**config.mk**
```make
export PLATFORM = sky130hd
export DESIGN_NAME = ext_register_bank
export DESIGN_NICKNAME = d
export VERILOG_FILES = /design/src/source/mmio_pkg.sv /design/src/source/ext_register_bank.sv
export VERILOG_INCLUDE_DIRS = /design/src /design/src/source
export SDC_FILE = /design/constraint.sdc
export NUM_CORES = 1
export LEC_CHECK = 0
export BUFFER_PORTS_ARGS = -buffer_cell sky130_fd_sc_hd__buf_2
export CORE_MARGIN = 2
export CORE_UTILIZATION = 54
export DETAILED_ROUTE_END_ITERATION = 10
export PLACE_DENSITY = 0.8
export SLEW_MARGIN = 5
export SYNTH_ARGS = -nofsm -noshare
export SYNTH_HDL_FRONTEND = slang
export SYNTH_SLANG_ARGS = --single-unit
export TNS_END_PERCENT = 1
```
**constraint.sdc**
```tcl
create_clock -name clk -period 7.5 [get_ports clk]
set_input_delay 0.75 -clock clk [delete_from_list [all_inputs] [get_ports clk]]
set_output_delay 0.75 -clock clk [all_outputs]
set_load 0.005 [all_outputs]
```
**src/source/mmio_defines.svh**
```systemverilog
`ifndef MMIO_DEFINES_SVH
`define MMIO_DEFINES_SVH

// byte address map
`define MMIO_REG_LIMIT   32'd1024   // first address past the register region
`define MMIO_TFT_LIMIT   32'd2048   // first address past the tft region
`define MMIO_DATA_LIMIT  32'd8192   // instruction fetch starts here

// read/write/idle codes
`define MMIO_RWI_IFETCH  2'b00      // read from instruction, idle below 8192
`define MMIO_RWI_WRITE   2'b01      // write
`define MMIO_RWI_READ    2'b10      // read from data
`define MMIO_RWI_IDLE    2'b11      // idle

`define MMIO_REG_LATENCY 2          // busy cycles of a register read
`define MMIO_MEM_LATENCY 1          // busy cycles of a memory access
`define MMIO_MEM_WORDS   2048       // memory depth in words
`define MMIO_TFT_DC_BIT  2          // address bit for tft data/command select

`endif

```
**src/source/mmio_pkg.sv**
```systemverilog
`include "mmio_defines.svh"

package mmio_pkg;

    // address or data word
    typedef logic [31:0] word_t;

    // read/write/idle request code
    typedef logic [1:0] rwi_t;

    // word index into the data/instruction memory
    typedef logic [$clog2(`MMIO_MEM_WORDS)-1:0] mem_index_t;

    // index into the sixteen sensor registers
    typedef logic [3:0] reg_index_t;

    // tft writer fsm
    typedef enum logic [1:0] {
        tft_idle,   // waiting for a write
        tft_shift,  // frame on the wire
        tft_done    // frame sent, waiting for the request to drop
    } tft_state_t;

endpackage

```
**src/source/ext_register_bank.sv**
```systemverilog
`timescale 1ns/1ps
`include "mmio_defines.svh"

module ext_register_bank (
    input  logic                clk,
    input  logic                rst_n,
    input  logic                ri,         // read request, held until busy drops
    input  mmio_pkg::word_t     addr,       // byte address, bits 5..2 used
    input  logic                load,       // one-cycle strobe from the sensor port
    input  mmio_pkg::reg_index_t load_addr, // register to load
    input  mmio_pkg::word_t     load_data,  // sensor value
    output mmio_pkg::word_t     data,       // read data, valid when busy drops
    output logic                busy        // high while the read is pending
);

    localparam logic [1:0] LATENCY = 2'(`MMIO_REG_LATENCY);

    mmio_pkg::word_t      regs [16];  // sensor registers
    mmio_pkg::word_t      data_q;     // registered read data
    mmio_pkg::reg_index_t rd_idx;     // upper address bits alias the lower ones
    logic [1:0]           cnt;        // cycles spent on the current read

    assign rd_idx = addr[5:2];
    assign busy   = ri && (cnt < LATENCY);
    assign data   = data_q;

    // latency counter, restarts once ri falls
    always_ff @(posedge clk) begin
        if (!rst_n) begin
            cnt <= '0;
        end else if (!ri) begin
            cnt <= '0;
        end else if (busy) begin
            cnt <= cnt + 2'd1;
        end
    end

    always_ff @(posedge clk) begin
        if (!rst_n) begin
            for (int i = 0; i < 16; i++) begin
                regs[i] <= '0;                           // bank starts cleared
            end
        end else if (load) begin
            regs[load_addr] <= load_data;                // no back-pressure on the strobe
        end
    end

    always_ff @(posedge clk) begin
        if (ri && (cnt == LATENCY - 2'd1)) begin
            data_q <= regs[rd_idx];                      // sample on the last busy cycle
        end
    end

endmodule

```
==> run metrics <==
status completed; reg2reg end data[7]; Die ar. 45,900 sq um; # rows 77; Yosys cell types 23; CTS tree yes; Finished Layout Cells 2,131; Routed Antenna Nets 0; Post-synth ARST share 0%; Max Slew Vio Count 0; Slew Limit Headroom 15.2%; Critical Path AT 3.75 ns; clock sink count 546; setup ws final 3.95 ns; layout cell share with drive strength beyond 1 22.0%; First-pass DRT Iterations 5; vias in the first global route 13.6k; setup TNS 0 ns; IO buf count 76; Worst-path clk slew 0.06 ns; routability cong. 0.750; Achievable Freq 282 MHz; Pwr Density 244 nW/um^2; final WL 56,000 um; Via density 6.05; Initial Util 54.4%; Syn Nets 1,531; Hold Vio Cnt, Final 0; die height 214 um; crit path launch type input pin; sink of the worst hold path cnt[1]; initial DRC count 1,674; Clock Skews 0.00645 ns; # setup viols final 0; Num CTS Buffers 53; P_leak 9.19 nW; via count 12.9k; CTS max path bufs 3; FILL cells 3,159; largest net degree at the start of global routing 57; sequential area share after synthesis 68.6%; H-tree level count 2; multi-input logic area 7210 sq um; Hold WS 0.436 ns; Die X 214 um; crit end category flip-flop; final period demand of the worst path 3.55 ns; Detail Placement HPWL 28,900 um; design area 26,500 sq um; RSZ-0062 raised after global routing false; Wirelength per Cell 26.3 um; total power draw 6.47 mW; layout net count 1,570; first-pass GRT wire length 83,900 um; Warnings, synthesis 0; FF+latch area 16,400 sq um; Max-Cap Viols 0; Post-Syn Area 23,900 sq um; P&R area growth vs syn 11.1%; crit path from rst_n; Syn Inst Count 1,458; clock latency at the later pin of the worst-skew pair 0.59 ns; final core utilization 60.4%; total track usage 24.8%; Critical Path RT 7.71 ns; Peak VDD IR 159 uV; I/O pins 105; initial antenna violation count 2; EDFF count, synth 544; Post-route DRC 0; flops & latches, synth 546; Max Fanout on Critical Path 33; Min-Delay Path Depth 3; Core ar. 43,900 sq um; Hold Crit Class in2reg; hold_sp ri; DP Worst Slack 3.38 ns; R2R setup slack 5.70 ns; Worst R2R Start cnt[1]; syn_area_per_cell 16.4 sq um; cts hold-fix bufs 0; clk root buf clkbuf_16; crit share post-route 47.3%; Worst Tran Pin Value 1.27 ns; Placed Instances 2,034; Top FF cell, synth edfxtp_1; post-CTS sizing 0; Area after DPL 25,000 sq um; depth of the worst register-to-register path 3; Setup Crit Path Kind in2reg; setup bufs post-CTS 0; grt ovf 0
synth_stat cells (6+ instances only):
| library cell | instances | area (sq um) |
|---|---|---|
| and2_1 | 514 | 3220 |
| nand2_1 | 34 | 128 |
| mux4_2 | 128 | 2880 |
| buf_1 | 11 | 41.3 |
| nand2b_1 | 6 | 37.5 |
| edfxtp_1 | 544 | 16300 |
| o21ai_0 | 12 | 60.1 |
| nor2_1 | 14 | 52.6 |
| buf_4 | 9 | 67.6 |
| buf_2 | 8 | 40.0 |
| clkbuf_1 | 97 | 364 |
| a22oi_1 | 64 | 480 |
cell usage in the layout, fill, tap and decap left out, drive strengths merged:
cell     instances
edfxtp         544
and2           514
mux4           128
buf            108
clkbuf          74
a22oi           64
nand2           34
clkinv          20
nor2            14
o21ai           12
nand2b           6
nor3             4
nor2b            3
diode            2
dfxtp            2
inv              2
nand4b           2
nand4bb          1
nand4            1
xor2             1
a21oi            1
ha               1
bufinv           1
registers in the layout (all words and copies together), names as in the netlist:
name and flops:
cnt 2, regs 512, data 32
critical path, stage by stage:
cell,delay (ns)
buf_2,0.63
nand4bb_1,0.67
nor3_4,0.31
buf_4,0.43
nand2b_2,0.92
layout make-up:
cell class | count | area share [%]
Tap cell | 592 | 2.79
Clock buffer | 73 | 5.44
Multi-Input combinational cell | 786 | 27.2
Sequential cell | 546 | 61.7
Clock inverter | 22 | 0.453
Antenna cell | 2 | 0.0189
Inverter | 1 | 0.0141
Timing Repair Buffer | 109 | 2.41
power by group:
part           internal, mW  switching [mW]
clock                  1.37            1.09
sequential             3.53          0.0445
combinational         0.171           0.267
total                  5.07            1.40
routing by layer:
metal | GRT usage, % | share of wire [%] | vias up
met3 | 3.82 | 8.7 | 132
met1 | 33.0 | 38 | 6584
li1 | - | - | 5481
met2 | 42.0 | 50 | 693
met4 | 8.96 | 3.2 | 0
met5 | 0 | 0 | -
cells by family (layout without fill, tap and decap cells):
| logic type | after synthesis | in the layout | share of synthesized area [%] |
|---|---|---|---|
| xor+xnor | 1 | 1 | 0.0367 |
| other cells | 0 | 2 | 0 |
| simple gates | 579 | 579 | 14.8 |
| fa+ha+maj | 1 | 1 | 0.0524 |
| mux | 128 | 128 | 12.1 |
| compound gates | 77 | 77 | 2.28 |
| buf+inv | 126 | 205 | 2.16 |
| flops | 546 | 546 | 68.6 |
how the worst max path moves through the flow:
stage                       to  slack [ns]  cells past startpoint
floorplan           regs[5][0]        3.58                      3
global placement    regs[0][9]        3.44                      5
detailed placement  regs[0][3]        3.38                      5
CTS                 regs[0][0]        4.01                      5
global route        regs[0][0]        3.80                      5
finish              regs[0][9]        3.95                      5
Note: power is estimated with default switching activity, not from simulation.
