==> config.mk <==
export PLATFORM = sky130hd
export DESIGN_NAME = mmio_decoder
export DESIGN_NICKNAME = d
export VERILOG_FILES = /design/src/source/mmio_pkg.sv /design/src/source/mmio_decoder.sv
export VERILOG_INCLUDE_DIRS = /design/src /design/src/source
export SDC_FILE = /design/constraint.sdc
export NUM_CORES = 1
export LEC_CHECK = 0
export ABC_AREA = 1
export BUFFER_PORTS_ARGS = -buffer_cell sky130_fd_sc_hd__buf_2
export CORE_AREA = 2 2 142 144
export DETAILED_ROUTE_END_ITERATION = 16
export DIE_AREA = 0 0 144 146
export PLACE_DENSITY = 0.38
export SLEW_MARGIN = 20
export SYNTH_ARGS = -nofsm -noshare
export SYNTH_HDL_FRONTEND = slang
export SYNTH_SLANG_ARGS = --single-unit
==> constraint.sdc <==
create_clock -name vclk -period 3.1
set_input_delay 0.62 -clock vclk [all_inputs]
set_output_delay 0.62 -clock vclk [all_outputs]
set_load 0.02 [all_outputs]
==> src/source/mmio_defines.svh <==
`ifndef MMIO_DEFINES_SVH
`define MMIO_DEFINES_SVH

// byte address map
`define MMIO_REG_LIMIT   32'd1024   // first address past the register region
`define MMIO_TFT_LIMIT   32'd2048   // first address past the tft region
`define MMIO_DATA_LIMIT  32'd8192   // instruction fetch starts here

// read/write/idle codes
`define MMIO_RWI_IFETCH  2'b00      // read from instruction, idle below 8192
`define MMIO_RWI_WRITE   2'b01      // write
`define MMIO_RWI_READ    2'b10      // read from data
`define MMIO_RWI_IDLE    2'b11      // idle

`define MMIO_REG_LATENCY 2          // busy cycles of a register read
`define MMIO_MEM_LATENCY 1          // busy cycles of a memory access
`define MMIO_MEM_WORDS   2048       // memory depth in words
`define MMIO_TFT_DC_BIT  2          // address bit for tft data/command select

`endif

==> src/source/mmio_pkg.sv <==
`include "mmio_defines.svh"

package mmio_pkg;

    // address or data word
    typedef logic [31:0] word_t;

    // read/write/idle request code
    typedef logic [1:0] rwi_t;

    // word index into the data/instruction memory
    typedef logic [$clog2(`MMIO_MEM_WORDS)-1:0] mem_index_t;

    // index into the sixteen sensor registers
    typedef logic [3:0] reg_index_t;

    // tft writer fsm
    typedef enum logic [1:0] {
        tft_idle,   // waiting for a write
        tft_shift,  // frame on the wire
        tft_done    // frame sent, waiting for the request to drop
    } tft_state_t;

endpackage

==> src/source/mmio_decoder.sv <==
`timescale 1ns/1ps
`include "mmio_defines.svh"

module mmio_decoder (
    input  mmio_pkg::word_t mem_data_in,            // store data from the cpu
    input  mmio_pkg::rwi_t  rwi_in,                 // request code from the cpu
    input  mmio_pkg::word_t addr_in,                // byte address from the cpu
    input  mmio_pkg::word_t ext_data_in,            // read data from memory
    input  logic            mem_busy,               // memory still working
    input  mmio_pkg::word_t reg_data_in,            // read data from register bank
    input  logic            reg_busy,               // register bank still working
    input  logic            tft_busy,               // tft writer still shifting
    output logic            ri_out,                 // read request to register bank
    output mmio_pkg::word_t addr_out_reg,           // address to register bank
    output mmio_pkg::word_t ext_data_out,           // load data back to the cpu
    output logic            busy,                   // selected target's busy
    output mmio_pkg::word_t write_instruction_out,  // fetched instruction
    output mmio_pkg::word_t write_data_out_tft,     // word to send on spi
    output mmio_pkg::word_t addr_out_tft,           // address to tft writer
    output logic            wi_out,                 // write request to tft writer
    output mmio_pkg::rwi_t  rwi_out,                // request code to memory
    output mmio_pkg::word_t addr_out,               // address to memory
    output mmio_pkg::word_t write_data_out          // store data to memory
);

    logic in_reg;    // 0..1023
    logic in_tft;    // 1024..2047
    logic in_data;   // 2048..8191
    logic in_fetch;  // 8192 and up

    assign in_reg   = addr_in < `MMIO_REG_LIMIT;
    assign in_tft   = (addr_in >= `MMIO_REG_LIMIT) && (addr_in < `MMIO_TFT_LIMIT);
    assign in_data  = (addr_in >= `MMIO_TFT_LIMIT) && (addr_in < `MMIO_DATA_LIMIT);
    assign in_fetch = addr_in >= `MMIO_DATA_LIMIT;

    always_comb begin
        busy                  = 1'b0;            // nothing selected yet
        ri_out                = 1'b0;
        wi_out                = 1'b0;
        rwi_out               = `MMIO_RWI_IDLE;  // memory idle by default
        addr_out_reg          = '0;
        addr_out_tft          = '0;
        addr_out              = '0;
        write_data_out        = '0;
        write_data_out_tft    = '0;
        ext_data_out          = '0;
        write_instruction_out = '0;
        if (in_fetch) begin
            if (rwi_in != `MMIO_RWI_IDLE) begin              // any live code fetches here
                busy                  = mem_busy;
                rwi_out               = `MMIO_RWI_IFETCH;
                addr_out              = addr_in;          // memory folds bit 13 away
                write_instruction_out = ext_data_in;      // instruction to fetch stage
            end
        end else if (rwi_in == `MMIO_RWI_WRITE) begin
            if (in_tft) begin
                busy               = tft_busy;
                wi_out             = 1'b1;
                addr_out_tft       = addr_in;             // bit 2 picks data or command
                write_data_out_tft = mem_data_in;
            end else if (in_data) begin
                busy           = mem_busy;
                rwi_out        = `MMIO_RWI_WRITE;
                addr_out       = addr_in;
                write_data_out = mem_data_in;
            end
            // writes to the register region fall through, read only
        end else if (rwi_in == `MMIO_RWI_READ) begin
            if (in_reg) begin
                busy         = reg_busy;
                ri_out       = 1'b1;
                addr_out_reg = addr_in;
                ext_data_out = reg_data_in;               // sensor value to the cpu
            end else if (in_data) begin
                busy         = mem_busy;
                rwi_out      = `MMIO_RWI_READ;
                addr_out     = addr_in;
                ext_data_out = ext_data_in;
            end
            // tft region cannot be read
        end
    end

endmodule

==> impl_results.md <==
* Power Density at 90.5 nW/um^2
* Max-cap viol count at 0
* DR DRC count at 0
* Sw Ratio at 0.651
* Routed vias at 3,907
* Initial antenna violation count at 2
* Gate power share at 1.000
* DP Area at 4100 sq um
* Cells after Synth at 517
* Worst Path Arrival at 2.18 ns
* Die width at 144 um
* Final net count at 952
* Critical Setup Path Class: input port to output pin
* Worst Path Required at 2.48 ns
* Crit path launch type: input port
* Initial Util at 0.119
* Share of total power in the clock network at 0
* Hold endpoint: ext_data_out[15]
* Placed cell count at 1,082
* Max FO, Critical Path at 32
* Seq/Total Area, Yosys at 0
* Period utilization at 0.903
* P_leak at 2.99 nW
* Wirelength per Cell at 11.4 um
* Final Non-Filler Cells at 1,084
* Psw at 242 uW
* Routed WL at 12.4 mm
* HP Start: reg_data_in[15]
* Relative slew slack at 0.581
* Final Hold Fails at 0
* Sequential fraction of design power at 0
* Syn_area_per_cell at 4.46 sq um
* Worst VDD drop at 0.0335 mV
* Area occupied by multi-input gates at 1600 sq um
* Fillers at 2,295
* P_int at 130 uW
* Setup violations, final at 0
* Tot GR Track Use at 0.106
* Synthesized area at 2300 sq um
* Status: completed
* Crit. End Element: output pin
* Gpl congestion at 0.772
* Final slew viol count at 0
* Power Total at 372 uW
* # Post-CTS Setup Buffers at 0
* Ranking of synthesized cells by area: nand2_1 21%, nor2_1 19%, inv_1 16%, nand3_1 15%, buf_4 14%
* Register Area at 0 sq um
* Total Neg Setup Slack at 0 ns
* Synth unique cells at 21
* Worst Tran Pin Value at 0.627 ns
* Half-perimeter wire length after placement at 9.93 mm
* DRT antenna net count at 0
* Vias in the first global route at 3,535
* Hold Buf Count CTS at 0
* Post-layout minimum cycle time at 2.80 ns
* Pin count of the biggest net entering global routing at 45
* Global-route wire length before repair at 18.0 mm
* Design Area, Final at 4110 sq um
* I/O pin total at 362
* CP peak stage delay at 0.25 ns
* Routed vias/inst at 3.60
* Seq cells at 0
* Die H at 146 um
* Port bufs at 319
* Cell Chain, Critical Path: buf_2 > nor2_1 > nand2_1 > nor2_2 > nand2_1 > nor2_4 > inv_4 > nor2_4 > buf_6 > nand3_1 > nand2_1 > buf_2
* CP most frequent cell: nand2_1
* Critical-path top delay cell: buf_6
* Rows at 51
* Worst min-delay path class: input port to output pin
* FMAX at 357 MHz
* Biggest area consumer among synthesized cells: nand2_1
* Core area at 19,300 sq um
* Synth top cells by count: 127 x nand2_1, 115 x nor2_1, 98 x inv_1
* Final Util at 0.213
* Synth top area share at 0.207
* Layout cell share with drive strength beyond 1 at 0.424
* TritonRoute pass-1 iters at 4
* Die footprint at 21,000 sq um
* Most common cell in the netlist: nand2_1
* DR iter-0 viols at 95
* Post_cts resized at 0
* RSZ-0062 raised after global routing: no
* Worst Hold Depth at 4
* Synthesis-to-finish area growth at 78.4%
* Clk_buf instances at 0
* Remaining global-route overflow at 0
* YS warnings at 0
[power groups by stage]
| stage | combinational (mW) | sequential (mW) | clock (mW) |
|---|---|---|---|
| after floorplan | 0.239 | 0 | 0 |
| after global placement | 0.377 | 0 | 0 |
| after detailed placement | 0.374 | 0 | 0 |
| after CTS | 0.375 | 0 | 0 |
| after global routing | 0.408 | 0 | 0.0000000433 |
| final | 0.372 | 0 | 0.0000000867 |
[cells by family (layout without fill, tap and decap cells)]
family | count (synthesis) | after routing | synth area share
AND/OR/NAND/NOR | 322 | 322 | 0.582
buffers and inverters | 178 | 436 | 0.378
AO/OA/AOI/OAI | 16 | 16 | 0.0386
other | 1 | 45 | 0.00163
[placed cells by master, fill, tap and decap left out, types with 3 or more instances in the layout]
cell type / instances
nand2_1: 127
inv_2: 5
nor2_1: 115
buf_12: 7
buf_4: 5
nor2_4: 3
inv_1: 98
buf_2: 319
nand3_1: 69
conb_1: 43
a21oi_1: 13
[metal layers]
layer,vias to the layer above,share of wire,GRT usage
li1,2031,-,-
met1,1660,0.38,0.106
met2,216,0.53,0.232
met3,0,0.087,0.0155
met4,0,0,0.000490
met5,-,0,0
[area by class of cell]
class / instances / area share
well taps: 265 / 0.0807
inverters: 104 / 0.0956
multi-input cells: 381 / 0.388
diodes: 2 / 0.00122
repair buffers: 332 / 0.434
[worst max-delay path: cells and delay by family]
kind,cells,cell delay (ns)
simple gates,8,0.93
buf+inv,4,0.60
[through the flow]
stage	setup slack (ns)	hold slack, ns
final	0.301	1.55
after floorplan	0.479	1.36
after detailed placement	0.190	1.55
after global placement	0.180	1.54
after CTS	0.184	1.55
after global routing	0.107	1.56
[worst max-delay path by stage]
stage          slack, ns  depth (start not counted)          endpoint         from
6_report            0.30                         12  ext_data_out[16]  addr_in[25]
5_1_grt             0.11                         14  ext_data_out[23]  addr_in[25]
4_1_cts             0.18                         12  ext_data_out[16]  addr_in[25]
3_5_place_dp        0.19                         12  ext_data_out[16]  addr_in[25]
3_3_place_gp        0.18                         12  ext_data_out[16]  addr_in[25]
2_1_floorplan       0.48                         10      addr_out[10]  addr_in[16]
(Power assumes the default switching activity.)
