**config.mk**
```make
export PLATFORM = sky130hd
export DESIGN_NAME = tft_spi_writer
export DESIGN_NICKNAME = d
export VERILOG_FILES = /design/src/source/mmio_pkg.sv /design/src/source/tft_spi_writer.sv
export VERILOG_INCLUDE_DIRS = /design/src /design/src/source
export SDC_FILE = /design/constraint.sdc
export NUM_CORES = 1
export LEC_CHECK = 0
export BUFFER_PORTS_ARGS = -buffer_cell sky130_fd_sc_hd__buf_2
export CORE_UTILIZATION = 30
export DETAILED_ROUTE_END_ITERATION = 12
export HOLD_SLACK_MARGIN = 0.02
export MAX_ROUTING_LAYER = met4
export SLEW_MARGIN = 20
export SYNTH_ARGS = -nofsm -noshare
export SYNTH_HDL_FRONTEND = slang
export SYNTH_SLANG_ARGS = --single-unit
```
**constraint.sdc**
```tcl
create_clock -name clk -period 2.7 [get_ports clk]
set_input_delay 0.135 -clock clk [delete_from_list [all_inputs] [get_ports clk]]
set_output_delay 0.135 -clock clk [all_outputs]
set_load 0.02 [all_outputs]
```
**src/source/mmio_defines.svh**
```systemverilog
`ifndef MMIO_DEFINES_SVH
`define MMIO_DEFINES_SVH

// byte address map
`define MMIO_REG_LIMIT   32'd1024   // first address past the register region
`define MMIO_TFT_LIMIT   32'd2048   // first address past the tft region
`define MMIO_DATA_LIMIT  32'd8192   // instruction fetch starts here

// read/write/idle codes
`define MMIO_RWI_IFETCH  2'b00      // read from instruction, idle below 8192
`define MMIO_RWI_WRITE   2'b01      // write
`define MMIO_RWI_READ    2'b10      // read from data
`define MMIO_RWI_IDLE    2'b11      // idle

`define MMIO_REG_LATENCY 2          // busy cycles of a register read
`define MMIO_MEM_LATENCY 1          // busy cycles of a memory access
`define MMIO_MEM_WORDS   2048       // memory depth in words
`define MMIO_TFT_DC_BIT  2          // address bit for tft data/command select

`endif

```
**src/source/mmio_pkg.sv**
```systemverilog
`include "mmio_defines.svh"

package mmio_pkg;

    // address or data word
    typedef logic [31:0] word_t;

    // read/write/idle request code
    typedef logic [1:0] rwi_t;

    // word index into the data/instruction memory
    typedef logic [$clog2(`MMIO_MEM_WORDS)-1:0] mem_index_t;

    // index into the sixteen sensor registers
    typedef logic [3:0] reg_index_t;

    // tft writer fsm
    typedef enum logic [1:0] {
        tft_idle,   // waiting for a write
        tft_shift,  // frame on the wire
        tft_done    // frame sent, waiting for the request to drop
    } tft_state_t;

endpackage

```
**src/source/tft_spi_writer.sv**
```systemverilog
`timescale 1ns/1ps
`include "mmio_defines.svh"

module tft_spi_writer (
    input  logic            clk,
    input  logic            rst_n,
    input  logic            wi,        // write request, held until busy drops
    input  mmio_pkg::word_t addr,      // selects data or command
    input  mmio_pkg::word_t data,      // word to shift out
    output logic            busy,      // high until the last bit is clocked
    output logic            tft_sclk,  // spi clock, toggles every cycle
    output logic            tft_mosi,  // spi data, msb first
    output logic            tft_cs_n,  // chip select, low for the frame
    output logic            tft_dc     // 1 for data, 0 for command
);

    mmio_pkg::tft_state_t state;
    mmio_pkg::word_t      shift_q;  // bits still to go, next one on top
    logic [4:0]           bit_cnt;  // bits left after the current one

    assign busy = (state == mmio_pkg::tft_shift) || ((state == mmio_pkg::tft_idle) && wi);

    always_ff @(posedge clk) begin
        if (!rst_n) begin
            state    <= mmio_pkg::tft_idle;
            bit_cnt  <= '0;
            tft_sclk <= 1'b0;
            tft_mosi <= 1'b0;
            tft_cs_n <= 1'b1;  // deselected
            tft_dc   <= 1'b0;
        end else begin
            case (state)
                mmio_pkg::tft_idle: begin
                    if (wi) begin
                        state    <= mmio_pkg::tft_shift;
                        tft_cs_n <= 1'b0;
                        tft_dc   <= addr[`MMIO_TFT_DC_BIT];
                        tft_mosi <= data[31];        // first bit set up before any edge
                        bit_cnt  <= 5'd31;
                    end
                end
                mmio_pkg::tft_shift: begin
                    tft_sclk <= ~tft_sclk;
                    if (!tft_sclk) begin             // rising edge, receiver samples
                        if (bit_cnt == 5'd0) begin
                            state <= mmio_pkg::tft_done;  // last bit clocked
                        end
                    end else begin                   // falling edge, next bit out
                        tft_mosi <= shift_q[31];
                        bit_cnt  <= bit_cnt - 5'd1;
                    end
                end
                mmio_pkg::tft_done: begin
                    tft_sclk <= 1'b0;                // park the pins
                    tft_mosi <= 1'b0;
                    tft_cs_n <= 1'b1;
                    if (!wi) begin
                        state <= mmio_pkg::tft_idle;  // only after the cpu lets go
                    end
                end
                default: state <= mmio_pkg::tft_idle;
            endcase
        end
    end

    always_ff @(posedge clk) begin
        if ((state == mmio_pkg::tft_idle) && wi) begin
            shift_q <= {data[30:0], 1'b0};           // bit 31 already on mosi
        end else if ((state == mmio_pkg::tft_shift) && tft_sclk) begin
            shift_q <= {shift_q[30:0], 1'b0};
        end
    end

endmodule

```
==> impl_metrics.py <==
metrics = {
    "run_status": {
        "run_status": "finished, final reports clean",
    },
    "setup_path": {
        "cp.required_ps": 2750,
        "critPathKind": "flip-flop to flip-flop",
        "startpoint_type": "flip-flop",
        "cp_data_arrival_time_ps": 1970,
        "crit_family": "flip-flops",
        "worst_path_max_delay_cell": "dfxtp_1",
        "crit_fanout": 25,
        "cpPeakStageDelay_ps": 400,
        "crit_buf_inv": 2,
        "r2r-end": "shift_q[13]$_DFFE_PP_",
        "reg2reg_from": "state[0]$_SDFFE_PN0P_",
        "crit_chain": "inv_1 > ha_1 > nand2_1 > buf_12 > mux2_2",
        "worst-r2r-setup-slack_ps": 780,
        "cp-end-kind": "flip-flop",
        "r2r_cells": 5,
    },
    "synthesis": {
        "synth_top_area_share_pct": 47.2,
        "synth.avg_cell_area_sq_um": 13.7,
        "yosysTopAreaCell": "edfxtp_1",
        "ys_seq_elements": 42,
        "yosysWarningCount": 0,
        "ys.flop_type": "edfxtp_1",
        "ys_seq_area_share_pct": 58.4,
        "async_reset_ff_share_pct": 0,
        "synthTopCellsByCount": "31 x edfxtp_1, 30 x mux2_2, 11 x dfxtp_1",
        "ys_types": 36,
        "syn-cell-area_sq_um": 1970,
        "synth_nets": 216,
        "synthCells": 144,
        "synth_edf_count": 31,
        "synthTopCellsByArea": "edfxtp_1 47%, mux2_2 17%, dfxtp_1 11%",
        "yosysMostFrequentCell": "edfxtp_1",
    },
    "clocking": {
        "postCtsSetupRepairBufs": 0,
        "ctsResizeCount": 0,
        "cts_made_buffers": 5,
        "cts_tree": "yes",
        "cts_hold_buffers": 0,
        "clk_path_buf_depth": 2,
        "clkLatencyLatePin_ps": 300,
        "clk_pin_slew_ps": 80,
        "cts-root-buf": "clkbuf_8",
        "cts_sinks": 42,
        "cts_max_level": 2,
    },
    "finish": {
        "nFillCells": 608,
        "antennaDiodeCount": 0,
        "drive_gt1_share_pct": 45.5,
        "multiInputGateArea_sq_um": 774,
        "fin_area_sq_um": 2370,
        "nets": 260,
        "seqCellArea_sq_um": 1150,
        "final_util_pct": 37.3,
        "syn2layout_area_growth_pct": 20.2,
    },
    "placed_design": {
        "preCtsSetupSlack_ps": 770,
        "dpl-instance-area_sq_um": 2280,
        "place_congestion": 0.854,
        "port_buffers": 40,
        "hpwl_um": 2490,
    },
    "global_route": {
        "grt_pass1_wl_um": 5930,
        "overflow": 0,
        "grt_usage_pct": 11.5,
        "grt_pass1_vias": 1192,
        "grt_max_degree": 32,
        "antenna_found_initial": 0,
    },
    "pwr": {
        "powerDensity_nw_per_um2": 1060,
        "cellLeakagePower_nw": 0.928,
        "max-vdd-ir-drop_v": 0.000395,
    },
    "timing": {
        "relSlewSlack_pct": 57.9,
        "rsz0062_at_grt": "false",
        "min_period_ps": 1920,
        "clock_skew_ps": 5.70,
        "worst_pin_slew_ps": 631,
        "setup_violations": 0,
        "fin_crit_sh_pct": 71.1,
        "finalWorstSetupSlack_ps": 780,
        "setup_tns_ps": 0,
        "max_freq_mhz": 521,
        "finalHoldViolCount": 0,
        "slew_violations": 0,
    },
    "detailed_routing": {
        "drc": 0,
        "wl_um": 3570,
        "wl_per_cell_um": 13.4,
        "vias_per_cell": 4.73,
        "initialDrtViolationCount": 52,
        "firstDrtPassIters": 4,
        "antenna_left": 0,
        "vias": 1259,
    },
    "floorplanning": {
        "die_x_um": 83.1,
        "fp.dieArea_sq_um": 6900,
        "die_h_um": 83.1,
        "start_util_pct": 31.0,
        "core_region_area_sq_um": 6350,
        "io_pins": 72,
        "num_rows": 29,
    },
    "hold_path": {
        "whs_endpoint": "tft_dc$_SDFFE_PN0P_",
        "worstHoldStart": "addr[2]",
        "min_path_type": "primary input to flip-flop",
        "whs_path_depth": 3,
    },
    "run": {
        "maxCapViolations": 0,
    },
}
-- worst max path at each step --
stage,from,end,cells after the start
finish,state[0]$_SDFFE_PN0P_,shift_q[13]$_DFFE_PP_,5
global route,state[0]$_SDFFE_PN0P_,shift_q[6]$_DFFE_PP_,5
CTS,state[0]$_SDFFE_PN0P_,shift_q[13]$_DFFE_PP_,5
detailed placement,state[0]$_SDFFE_PN0P_,shift_q[20]$_DFFE_PP_,5
global placement,state[0]$_SDFFE_PN0P_,shift_q[19]$_DFFE_PP_,5
floorplan,state[0]$_SDFFE_PN0P_,shift_q[10]$_DFFE_PP_,5
-- through the flow --
step | total power (W) | instances | hold WS [ps]
after detailed placement | 0.00211 | 258 | 400
after floorplan | 0.00186 | 144 | 283
after global placement | 0.00209 | 258 | 400
final | 0.00250 | 266 | 86.1
after global routing | 0.00269 | 266 | 79.8
after CTS | 0.00254 | 266 | 81.3
-- per-layer routing --
| layer | routed length, um | track usage (%) |
|---|---|---|
| met1 | 1670 | 14.3 |
| met2 | 1710 | 17.1 |
| met3 | 127 | 3.18 |
| met4 | 63 | 6.43 |
| met5 | 0 | - |
-- flip-flops by register name (all words and copies together), names as in the netlist --
signal and cells:
shift_q 31, bit_cnt 5, state 2, tft_cs_n 1, tft_dc 1, tft_mosi 1, tft_sclk 1
-- tightest hold or removal path, stage by stage --
cell and delay, ps:
buf_2 90, nand3_1 60, a21oi_1 50
-- cells in the final DEF, fill, tap and decap left out, types with 5 or more instances in the layout --
master | Yosys | routed
nor2_1 | 5 | 5
buf_2 | 3 | 40
nand2b_1 | 5 | 5
inv_1 | 5 | 5
mux2_2 | 30 | 30
ha_1 | 5 | 5
dfxtp_1 | 11 | 11
edfxtp_1 | 31 | 31
clkbuf_8 | 0 | 5
nand2_1 | 7 | 7
-- power breakdown --
group | leakage [nW] | switching [W] | internal, W | total [W]
combinational | 0.499 | 0.000476 | 0.000466 | 0.000942
clock | 0.0408 | 0.000234 | 0.000185 | 0.000419
sequential | 0.388 | 0.000104 | 0.00104 | 0.00114
-- cell families (layout without fill, tap and decap cells) --
kind of cell,Yosys count,in the layout,share of synthesized area (%)
AOI/OAI and AO/OA,19,19,8.19
adders and majority gates,5,5,3.17
buffers and inverters,11,56,2.29
DFF,42,42,58.4
muxes,32,32,18.2
and+or+nand+nor,35,35,9.78
-- final cells by class --
| cell class | instances | share of cell area (%) |
|---|---|---|
| well taps | 77 | 4.07 |
| inverters | 5 | 0.792 |
| multi-input cells | 91 | 32.7 |
| clock buffers | 5 | 2.91 |
| clock inverters | 3 | 1.00 |
| repair buffers | 43 | 9.93 |
| flip-flops and latches | 42 | 48.6 |
No activity file was read; power rests on OpenSTA's default activity.
